## src/logic/retirePkg.sv

```systemverilog
// Shared types and constants for the retire end; imported by every RTL module of the MEM/WB path

package retirePkg;

   //////////////////////////////
   // Widths
   //////////////////////////////

   // Data word and instruction word
   typedef logic [15:0] wordT;

   // Register number for the eight architectural registers
   typedef logic [2:0] regIdxT;

   // Top five instruction bits
   typedef logic [4:0] opcodeT;

   //////////////////////////////
   // Decode selects
   //////////////////////////////

   // Destination field choice
   typedef enum logic [1:0] {
      dstRd   = 2'b00,   // instruction[7:5]
      dstRs   = 2'b01,   // instruction[10:8]
      dstImm  = 2'b10,   // instruction[4:2]
      dstLink = 2'b11    // fixed R7
   } regDstE;

   // Write data choice
   typedef enum logic [1:0] {
      srcPc  = 2'b00,
      srcMem = 2'b01,
      srcAlu = 2'b10,
      srcReg = 2'b11
   } regSrcE;

   // Link register for JAL and JALR
   localparam regIdxT linkReg = 3'd7;

   // Default register file depth
   localparam int numRegs = 8;

endpackage

```

## src/logic/memWbLatch.sv

```systemverilog
// MEM/WB pipeline register; holds the memory stage result for write-back, with stall and flush

module memWbLatch (
   input  logic            clk,
   input  logic            rstN,
   input  logic            stall,
   input  logic            flush,
   input  logic            inValid,
   input  retirePkg::wordT instruction,
   input  retirePkg::wordT incrPc,
   input  retirePkg::wordT memData,
   input  retirePkg::wordT aluData,
   input  retirePkg::wordT regData,
   input  logic            regWrt,
   output logic            validQ,
   output retirePkg::wordT instrQ,
   output retirePkg::wordT incrPcQ,
   output retirePkg::wordT memDataQ,
   output retirePkg::wordT aluDataQ,
   output retirePkg::wordT regDataQ,
   output logic            regWrtQ
);

   //////////////////////////////
   // Control bits
   //////////////////////////////

   // Flush beats stall and turns the slot into a bubble
   always_ff @(posedge clk) begin
      if (!rstN) begin
         validQ  <= 1'b0;
         regWrtQ <= 1'b0;
      end else if (flush) begin
         validQ  <= 1'b0;
         regWrtQ <= 1'b0;
      end else if (!stall) begin
         validQ  <= inValid;
         regWrtQ <= regWrt;
      end
   end

   //////////////////////////////
   // Payload
   //////////////////////////////

   // Held while stalled, so the same write repeats each cycle
   always_ff @(posedge clk) begin
      if (!stall) begin
         instrQ   <= instruction;
         incrPcQ  <= incrPc;
         memDataQ <= memData;
         aluDataQ <= aluData;
         regDataQ <= regData;
      end
   end

   // Valid must come out of reset clean, write enable depends on it
   validKnown : assert property (@(posedge clk) disable iff (!rstN) !$isunknown(validQ));

endmodule

```

## src/logic/destParser.sv

```systemverilog
// Destination register decoder; maps an instruction to the register it writes, shared with hazard logic

module destParser (
   input  retirePkg::wordT   instruction,
   output retirePkg::regIdxT destReg
);

   import retirePkg::*;

   opcodeT opcode;
   regDstE dstSel;

   assign opcode = instruction[15:11];

   //////////////////////////////
   // Field choice
   //////////////////////////////

   always_comb begin
      // JAL, JALR always link through R7
      if (opcode[4:1] == 4'b0011) begin
         dstSel = dstLink;
      // Reg-reg ALU and compares, 11001 up to 11111
      end else if ((opcode[4:3] == 2'b11) && (opcode[2:0] != 3'b000)) begin
         dstSel = dstImm;
      // LBI plus the 100xx group, LD excluded
      end else if ((opcode == 5'b11000) ||
                   ((opcode[4:2] == 3'b100) && (opcode[1:0] != 2'b01))) begin
         dstSel = dstRs;
      // Everything else names rd in bits 7:5
      end else begin
         dstSel = dstRd;
      end
   end

   // Pull the chosen field out of the instruction
   always_comb begin
      case (dstSel)
         dstRd:   destReg = instruction[7:5];
         dstRs:   destReg = instruction[10:8];
         dstImm:  destReg = instruction[4:2];
         default: destReg = linkReg;
      endcase
   end

endmodule

```

## src/logic/writeBack.sv

```systemverilog
// Write-back stage; selects write data and target register from the latched MEM/WB contents

module writeBack (
   input  logic              validQ,
   input  retirePkg::wordT   instrQ,
   input  retirePkg::wordT   incrPcQ,
   input  retirePkg::wordT   memDataQ,
   input  retirePkg::wordT   aluDataQ,
   input  retirePkg::wordT   regDataQ,
   input  logic              regWrtQ,
   output logic              wrEn,
   output retirePkg::regIdxT wrAddr,
   output retirePkg::wordT   wrData
);

   import retirePkg::*;

   opcodeT opcode;
   regSrcE srcSel;

   assign opcode = instrQ[15:11];

   //////////////////////////////
   // Data source decode
   //////////////////////////////

   always_comb begin
      // LBI and SLBI take the operand straight through
      if ((opcode == 5'b11000) || (opcode == 5'b10010)) begin
         srcSel = srcReg;
      // LD is the only memory reader
      end else if (opcode == 5'b10001) begin
         srcSel = srcMem;
      // Links and the 0000x group take PC+2
      end else if ((opcode[4:1] == 4'b0000) || (opcode[4:1] == 4'b0011)) begin
         srcSel = srcPc;
      end else begin
         srcSel = srcAlu;
      end
   end

   //////////////////////////////
   // Write port drive
   //////////////////////////////

   always_comb begin
      case (srcSel)
         srcPc:   wrData = incrPcQ;
         srcMem:  wrData = memDataQ;
         srcAlu:  wrData = aluDataQ;
         default: wrData = regDataQ;
      endcase
   end

   // regWrt comes from decode, the bubble bit gates it here
   assign wrEn = validQ & regWrtQ;

   // Same decoder the hazard unit would use
   destParser iParser (
      .instruction (instrQ),
      .destReg     (wrAddr)
   );

   // A real write never carries X into the file
   always_comb begin
      if (wrEn) begin
         wrKnown : assert final (!$isunknown({wrAddr, wrData}));
      end
   end

endmodule

```

## src/logic/regFile.sv

```systemverilog
// Register file for the retire end; one write port from write-back, two bypassed reads for decode

module regFile #(
   parameter int numRegs = retirePkg::numRegs
) (
   input  logic              clk,
   input  logic              rstN,
   input  logic              wrEn,
   input  retirePkg::regIdxT wrAddr,
   input  retirePkg::wordT   wrData,
   input  retirePkg::regIdxT rdAddrA,
   input  retirePkg::regIdxT rdAddrB,
   output retirePkg::wordT   rdDataA,
   output retirePkg::wordT   rdDataB
);

   import retirePkg::*;

   wordT regs [numRegs];

   //////////////////////////////
   // Write port
   //////////////////////////////

   // Architectural state starts at zero
   always_ff @(posedge clk) begin
      if (!rstN) begin
         for (int i = 0; i < numRegs; i++) begin
            regs[i] <= '0;
         end
      end else if (wrEn) begin
         regs[wrAddr] <= wrData;
      end
   end

   //////////////////////////////
   // Read ports
   //////////////////////////////

   // Write this cycle wins over the stored copy
   always_comb begin
      if (wrEn && (wrAddr == rdAddrA)) begin
         rdDataA = wrData;
      end else begin
         rdDataA = regs[rdAddrA];
      end
   end

   // Port B, same bypass
   always_comb begin
      if (wrEn && (wrAddr == rdAddrB)) begin
         rdDataB = wrData;
      end else begin
         rdDataB = regs[rdAddrB];
      end
   end

   // Decoded target has to fit the configured depth
   addrInRange : assert property (@(posedge clk) disable iff (!rstN)
      wrEn |-> (int'(wrAddr) < numRegs));

endmodule

```

## src/logic/retireTop.sv

```systemverilog
// Retire end top level; MEM/WB latch feeding write-back and the register file

module retireTop #(
   parameter int numRegs = retirePkg::numRegs
) (
   input  logic              clk,
   input  logic              rstN,
   input  logic              inValid,
   input  logic              stall,
   input  logic              flush,
   input  retirePkg::wordT   instruction,
   input  retirePkg::wordT   incrPc,
   input  retirePkg::wordT   memData,
   input  retirePkg::wordT   aluData,
   input  retirePkg::wordT   regData,
   input  logic              regWrt,
   input  retirePkg::regIdxT rdAddrA,
   input  retirePkg::regIdxT rdAddrB,
   output retirePkg::wordT   rdDataA,
   output retirePkg::wordT   rdDataB,
   output retirePkg::regIdxT wbRd,
   output logic              wbWrite
);

   import retirePkg::*;

   // Latched stage contents
   logic validQ;
   logic regWrtQ;
   wordT instrQ;
   wordT incrPcQ;
   wordT memDataQ;
   wordT aluDataQ;
   wordT regDataQ;
   wordT wrData;

   //////////////////////////////
   // MEM/WB latch
   //////////////////////////////

   memWbLatch iLatch (
      .clk         (clk),
      .rstN        (rstN),
      .stall       (stall),
      .flush       (flush),
      .inValid     (inValid),
      .instruction (instruction),
      .incrPc      (incrPc),
      .memData     (memData),
      .aluData     (aluData),
      .regData     (regData),
      .regWrt      (regWrt),
      .validQ      (validQ),
      .instrQ      (instrQ),
      .incrPcQ     (incrPcQ),
      .memDataQ    (memDataQ),
      .aluDataQ    (aluDataQ),
      .regDataQ    (regDataQ),
      .regWrtQ     (regWrtQ)
   );

   //////////////////////////////
   // Write-back
   //////////////////////////////

   // Write port doubles as the forwarding export
   writeBack iWriteBack (
      .validQ   (validQ),
      .instrQ   (instrQ),
      .incrPcQ  (incrPcQ),
      .memDataQ (memDataQ),
      .aluDataQ (aluDataQ),
      .regDataQ (regDataQ),
      .regWrtQ  (regWrtQ),
      .wrEn     (wbWrite),
      .wrAddr   (wbRd),
      .wrData   (wrData)
   );

   //////////////////////////////
   // Register file
   //////////////////////////////

   regFile #(
      .numRegs (numRegs)
   ) iRegFile (
      .clk     (clk),
      .rstN    (rstN),
      .wrEn    (wbWrite),
      .wrAddr  (wbRd),
      .wrData  (wrData),
      .rdAddrA (rdAddrA),
      .rdAddrB (rdAddrB),
      .rdDataA (rdDataA),
      .rdDataB (rdDataB)
   );

endmodule

```

## config.mk

```make
export PLATFORM = sky130hd
export DESIGN_NAME = retireTop
export DESIGN_NICKNAME = d
export VERILOG_FILES = /design/src/logic/retirePkg.sv /design/src/logic/memWbLatch.sv /design/src/logic/destParser.sv /design/src/logic/writeBack.sv /design/src/logic/regFile.sv /design/src/logic/retireTop.sv
export SDC_FILE = /design/constraint.sdc
export NUM_CORES = 1
export LEC_CHECK = 0
export BUFFER_PORTS_ARGS = -buffer_cell sky130_fd_sc_hd__buf_2
export CAP_MARGIN = 20
export CORE_MARGIN = 1.5
export CORE_UTILIZATION = 58
export DETAILED_ROUTE_END_ITERATION = 10
export PLACE_DENSITY = 0.8
export SLEW_MARGIN = 0
export SYNTH_ARGS = -nofsm -noshare
export SYNTH_HDL_FRONTEND = slang
export SYNTH_SLANG_ARGS = --single-unit
export TNS_END_PERCENT = 50
```

## constraint.sdc

```tcl
create_clock -name clk -period 4.1 [get_ports clk]
set_input_delay 0.82 -clock clk [delete_from_list [all_inputs] [get_ports clk]]
set_output_delay 0.82 -clock clk [all_outputs]
set_load 0.02 [all_outputs]
```

# After elaboration in Yosys (flattened, before gate mapping)
# Memory sizes are Yosys's and may differ from the RTL's.
# Cells that the tools add are included.
[word_totals] register_bits=82 latchBits=0 mem_bits_rw=128 rom_bits=0 inputBits=92 output_inout_bits=36 wordCells=53 mem_count=1
[mem_list] memory="iRegFile.regs" words=8 word_bits=16 read_ports=2 rd_clocked_by_memory_dff=0 write_ports=8 line="regFile.sv:19" source="wordT regs [numRegs];"
[classes] addsub=0 mul=0 div=0 n_lt_le_gt_ge=0 n_eq_ne=13 n_shift=0 muxes=17 n_bitwise=2 n_reduce_logical=13
[op_table] op="$mux W16" count=3
[op_table] op="$pmux W16 S3" count=1
[op_table] op="$reduce_or A16 Y1" count=1
[op_table] op="$eq A5 B5 Y1 const B" count=3
[op_table] op="$mux W2" count=5
[op_table] op="$pmux W3 S3" count=1
[op_table] op="$eq A2 B2 Y1 const B" count=3
[op_table] op="$eq A3 B3 Y1" count=2
[op_table] op="$mux W1" count=6
[op_table] op="$eq A2 B1 Y1 const B" count=2
[op_table] op="$eq A4 B2 Y1 const B" count=1
[op_table] op="$logic_and A1 B1 Y1" count=4
[op_table] op="$logic_not A2 Y1" count=2
[op_table] op="$logic_not A4 Y1" count=1
[op_table] op="$eq A3 B3 Y1 const B" count=1
[op_table] op="$logic_or A1 B1 Y1" count=3
[op_table] op="$mux W3" count=1
[op_table] op="$reduce_bool A3 Y1" count=1
[op_table] op="$ne A2 B1 Y1 const B" count=1
[op_table] op="$reduce_or A2 Y1" count=1
[op_table] op="$and A1 B1 Y1" count=1
[op_table] op="$not A1 Y1" count=1

# Depth between registers and ports, before layout
[logic_depth] ltp_word=11 ltp_mapped=10 mapped_depth_nobuf=7

# By module
# From an unflattened synthesis, not the netlist that was laid out.
[unflattened] hier_cells=641 area_unflattened_um2=10595.2
[by_module_without_submodules] module="regFile" instances=1 cells_per_inst=446 area_per_inst_um2=7440.9 seq_area_each_um2=3843.7
[by_module_without_submodules] module="memWbLatch" instances=1 cells_per_inst=88 area_per_inst_um2=2479.9 seq_area_each_um2=2442.3
[by_module_without_submodules] module="writeBack" instances=1 cells_per_inst=84 area_per_inst_um2=518.0 seq_area_each_um2=0.0
[by_module_without_submodules] module="destParser" instances=1 cells_per_inst=23 area_per_inst_um2=156.4 seq_area_each_um2=0.0

# Worst setup path before layout
# OpenSTA, ideal clock, no wires.
[synth_path] path_kind="register to output" startpoint="register iLatch.instrQ[15]" endpoint="output rdDataA[10]" t_arrival_ns=2.788 required_time_ns=3.280 slack_ns=0.492 stages_incl_launch_ff=10 n_path_buf=3 cell_sequence="edfxtp_1 buf_4 nor2b_1 a221oi_2 a221o_1 buf_4 xor2_1 nor4_4 buf_6 mux2i_1"
[synth_via] elab_chain_len=11 elab_cells_between_ends=29
[synth_lines] element="start: declaration" line="memWbLatch.sv:16" source="output retirePkg::wordT instrQ,"
[synth_lines] element="start signal: assignment" line="memWbLatch.sv:49" source="instrQ <= instruction;"
[synth_lines] element="$eq A3 B3 Y1" line="destParser.sv:28" source="((opcode[4:2] == 3'b100) && (opcode[1:0] != 2'b01))) begin"
[synth_lines] element="$logic_and A1 B1 Y1" line="destParser.sv:28"
[synth_lines] element="$logic_or A1 B1 Y1" line="destParser.sv:27" source="end else if ((opcode == 5'b11000) ||"
[synth_lines] element="$mux W1" line="destParser.sv:27"
[synth_lines] element="$mux W2" line="destParser.sv:24" source="end else if ((opcode[4:3] == 2'b11) && (opcode[2:0] != 3'b000)) begin"
[synth_lines] element="$mux W2 (*)" line="destParser.sv:21" source="if (opcode[4:1] == 4'b0011) begin"
[synth_lines] element="$eq A2 B2 Y1 (tied with other cells)" line="destParser.sv:38" source="case (dstSel)"
[synth_lines] element="$pmux W3 S3 (*)" line="destParser.sv:38"
[synth_lines] element="named net wbRd[0]" line="retireTop.sv:21" source="output retirePkg::regIdxT wbRd,"
[synth_lines] element="$eq A3 B3 Y1 (*)" line="regFile.sv:42" source="if (wrEn && (wrAddr == rdAddrA)) begin"
[synth_lines] element="$logic_and A1 B1 Y1 (*)" line="regFile.sv:42"
[synth_lines] element="$mux W16 (*)" line="regFile.sv:42"
[synth_lines] element="end: declaration" line="retireTop.sv:19" source="output retirePkg::wordT rdDataA,"
# The timed path passes the listed nets; every way through them passes the cells marked *.

# Worst setup path after layout
[layout_path] startpoint="register iLatch.instrQ[14]" endpoint="output rdDataA[6]"
[layout_via] elab_chain_len=11 elab_cells_between_ends=29
[layout_lines] element="$eq A3 B3 Y1" line="destParser.sv:28"
[layout_lines] element="$logic_and A1 B1 Y1" line="destParser.sv:28"
[layout_lines] element="$logic_or A1 B1 Y1" line="destParser.sv:27"
[layout_lines] element="$mux W1" line="destParser.sv:27"
[layout_lines] element="$mux W2" line="destParser.sv:24"
[layout_lines] element="$mux W2" line="destParser.sv:21"
[layout_lines] element="$eq A2 B2 Y1 (tied with other cells)" line="destParser.sv:38"
[layout_lines] element="$pmux W3 S3" line="destParser.sv:38"
[layout_lines] element="$eq A3 B3 Y1" line="regFile.sv:42"
[layout_lines] element="$logic_and A1 B1 Y1" line="regFile.sv:42"
[layout_lines] element="$mux W16 (*)" line="regFile.sv:42"
# Every way passes the cells marked *; elsewhere a longest branch is shown, timed or not.

==> results.cfg <==
[status]
status = finished with violations
violations = setup timing

[logic_synthesis]
synth_xor_area_frac = 0.00708
ys_seq_elements = 208
synth-compound-area-share = 0.0397
synth_edf_count = 206
ys_types = 36
synth.largest_area_cell = edfxtp_1
synth.area.mux_share = 0.213
post_synth.cell_area_avg_sq_um = 15.4
synth_top_family_by_area = multiplexers
syn_nets = 737
synth.top_cell.area_share = 0.625
seq_area_frac_synth = 0.629
syn-instance-count = 645
synth-simple-area-share = 0.0825
synth_area_leaders = edfxtp_1 (62%), mux4_2 (15%), mux2i_1 (6.7%), nor2_1 (5.7%), clkbuf_1 (1.7%)
synth_ff_type = edfxtp_1
yosys_warnings = 0
ys_async_sr_fraction = 0
yosys.area_share.adder = 0
netlist_area_sq_um = 9900

[placement]
finalWeightedCongestion = 0.837
pre_cts_slack_ps = 361
port-buffer-count = 125
dp_hpwl_um = 14800
placed_area_sq_um = 10800

[clocking]
clockBufferDepth = 3
tritoncts = done
ctsHoldBuffers = 0
clk_pin_slew_worst_paths_ps = 60
htreeDepth = 1
cts_root_buf = clkbuf_16
clk_latency_ps = 500
cts_buffers = 22
cts.sinks = 208

[setup_path]
critPathMaxFanout = 6
required_ps = 3280
path_class = reg2out
cp.arrival_ps = 3300
endpoint_kind = output pin
crit_path_start_kind = flip-flop
rr_worst_depth = 10

[pwr]
power_density_nw_per_um2 = 437
leakage_nw = 4.62
max-vdd-ir-drop_v = 0.000402
total_power_mw = 5.16

[global_routing]
met1_usage = 0.331
grt_busiest_layer = met2
grt_pass1_wl_um = 36000
grt_max_degree = 53
antenna_found_initial = 0
grt_use_total = 0.268
grt_pass1_vias = 6705
use_met2 = 0.470
grt.met3_usage = 0.0373
gr-total-overflow = 0

[sta]
timing.final.ws_setup_ps = -16.7
setup_tns_ps = -32.7
skew_ps = 10.9
final-hold-violation-count = 0
setup_viol = 2
drv_slew = 0
min_period_ps = 4120
rsz0062_at_grt = yes
tightest_slew_ps = 939
finalCritPeriodShare = 1.00
fmax_ghz = 0.243
slew-limit-headroom = 0.374

[layout]
diodes = 0
layout-drive-gt1-share = 0.356
stdcell_area_sq_um = 11800
nets = 876
syn_to_final_growth_pct = 19.1

[detailed_routing]
first_pass_iters = 7
vias = 6379
routed_wl_um = 23700
drc = 0
vias_per_cell = 6.25
drt_iter0_markers = 655
ant_nets = 0
wire_per_inst_um = 23.2

[die]
initial_core_util = 0.595
die_h_um = 134
core_sq_um = 16600
pin_count = 128
die_x_um = 134
rows = 47
die-area_sq_um = 17900

[hold_path]
min_path_cells = 1
hold_class = in2reg

[job]
maxCapViolations = 0
cells by family (layout without fill, tap and decap cells):
family	count (synthesis)	in the layout
AOI/OAI and AO/OA	40	40
xor gates and xnor gates	8	8
buffers and inverters	66	221
DFF	208	208
muxes	131	131
and+or+nand+nor	192	192
Yosys cell counts, types with 2 or more instances:
cell type and count:
nor3_1 4, a21o_1 16, nand4_1 2, nand2_1 20, buf_6 3, nor2_1 151
mux4_2 64, a222oi_1 16, a2111oi_4 2, buf_4 3, buf_1 8, xor2_1 3
mux2i_1 66, clkbuf_1 45, inv_1 6, edfxtp_1 206, xnor2_1 5, dfxtp_1 2
nand2b_1 4, nor4_4 2, nor3b_1 2
sequential cells by signal, summed over array words and instances, names as in the netlist:
name,count
iLatch.instrQ,14
iLatch.regWrtQ,1
iLatch.memDataQ,16
iRegFile.regs,128
iLatch.incrPcQ,16
iLatch.validQ,1
iLatch.regDataQ,16
iLatch.aluDataQ,16
metal layers:
metal	vias to the layer above	wire (um)	part of all wire
li1	2761	-	-
met1	3181	8750	0.37
met2	363	12300	0.52
met3	74	1830	0.077
met4	0	834	0.035
met5	-	0	0
per-stage QoR:
| step | hold WS (ps) | util | std cells |
|---|---|---|---|
| finish | 488 | 0.709 | 1020 |
| CTS | 479 | 0.698 | 1007 |
| global placement | 476 | 0.650 | 960 |
| detailed placement | 502 | 0.650 | 960 |
| floorplan | 463 | - | 645 |
| global route | 471 | 0.709 | 1020 |
worst max-delay path, stage by stage (launching register included):
cell	delay (ps)
edfxtp_1	470
buf_4	190
mux2_2	290
nor3_1	310
a2111oi_4	70
buf_4	180
xnor2_2	150
nor4_4	270
buf_4	200
buf_12	140
buf_12	120
mux2i_1	210
buf_4	180
repair_timing:
action                                  4_1_cts  5_1_grt
resized for setup                             1       13
endpoints found under the setup margin       18       30
pin swaps                                     3        4
setup buffers                                 7       12
cloned                                        0        1
path summary, 6_finish.rpt:
| kind | from | to | slack (ps) |
|---|---|---|---|
| worst min-delay path | regData[2] | iLatch.regDataQ[2]$_DFFE_PN_ | 490 |
| worst max-delay path | iLatch.instrQ[14]$_DFFE_PN_ | rdDataA[6] | -20 |
| worst max register to register | iLatch.instrQ[13]$_DFFE_PN_ | iRegFile.regs[1][6]$_SDFFCE_PN0P_ | 1060 |
| worst min register to register | iLatch.regWrtQ$_SDFFE_PP0N_ | iLatch.regWrtQ$_SDFFE_PP0N_ | 520 |
cells in the final DEF (no fill, tap or decap), types with 3 or more instances in the layout:
cell / count
inv_1: 5
clkinv_1: 5
nand2b_1: 3
clkbuf_1: 5
nor3_1: 4
xnor2_1: 4
buf_12: 5
a21o_1: 16
bufinv_16: 3
mux2i_2: 5
nand2_1: 19
xor2_1: 3
mux2i_1: 61
nor2_1: 151
clkbuf_16: 24
edfxtp_1: 206
buf_2: 122
buf_4: 45
mux4_2: 64
a222oi_1: 16
area by class of cell:
type / count / area [sq um]
clock buffer: 28 / 594
clock inverter: 12 / 138
fill: 1008 / 4850
inverter: 6 / 22.5
multi-input combinational: 371 / 3440
sequential: 208 / 6230
tap: 220 / 275
timing repair buffer: 175 / 1100
power by group:
| part | internal, mW | switching (mW) |
|---|---|---|
| Sequential | 2.45 | 0.0462 |
| Clock | 1.22 | 0.793 |
| Combinational | 0.269 | 0.386 |
| Total | 3.93 | 1.23 |
Power figures use the tool's default switching activity.
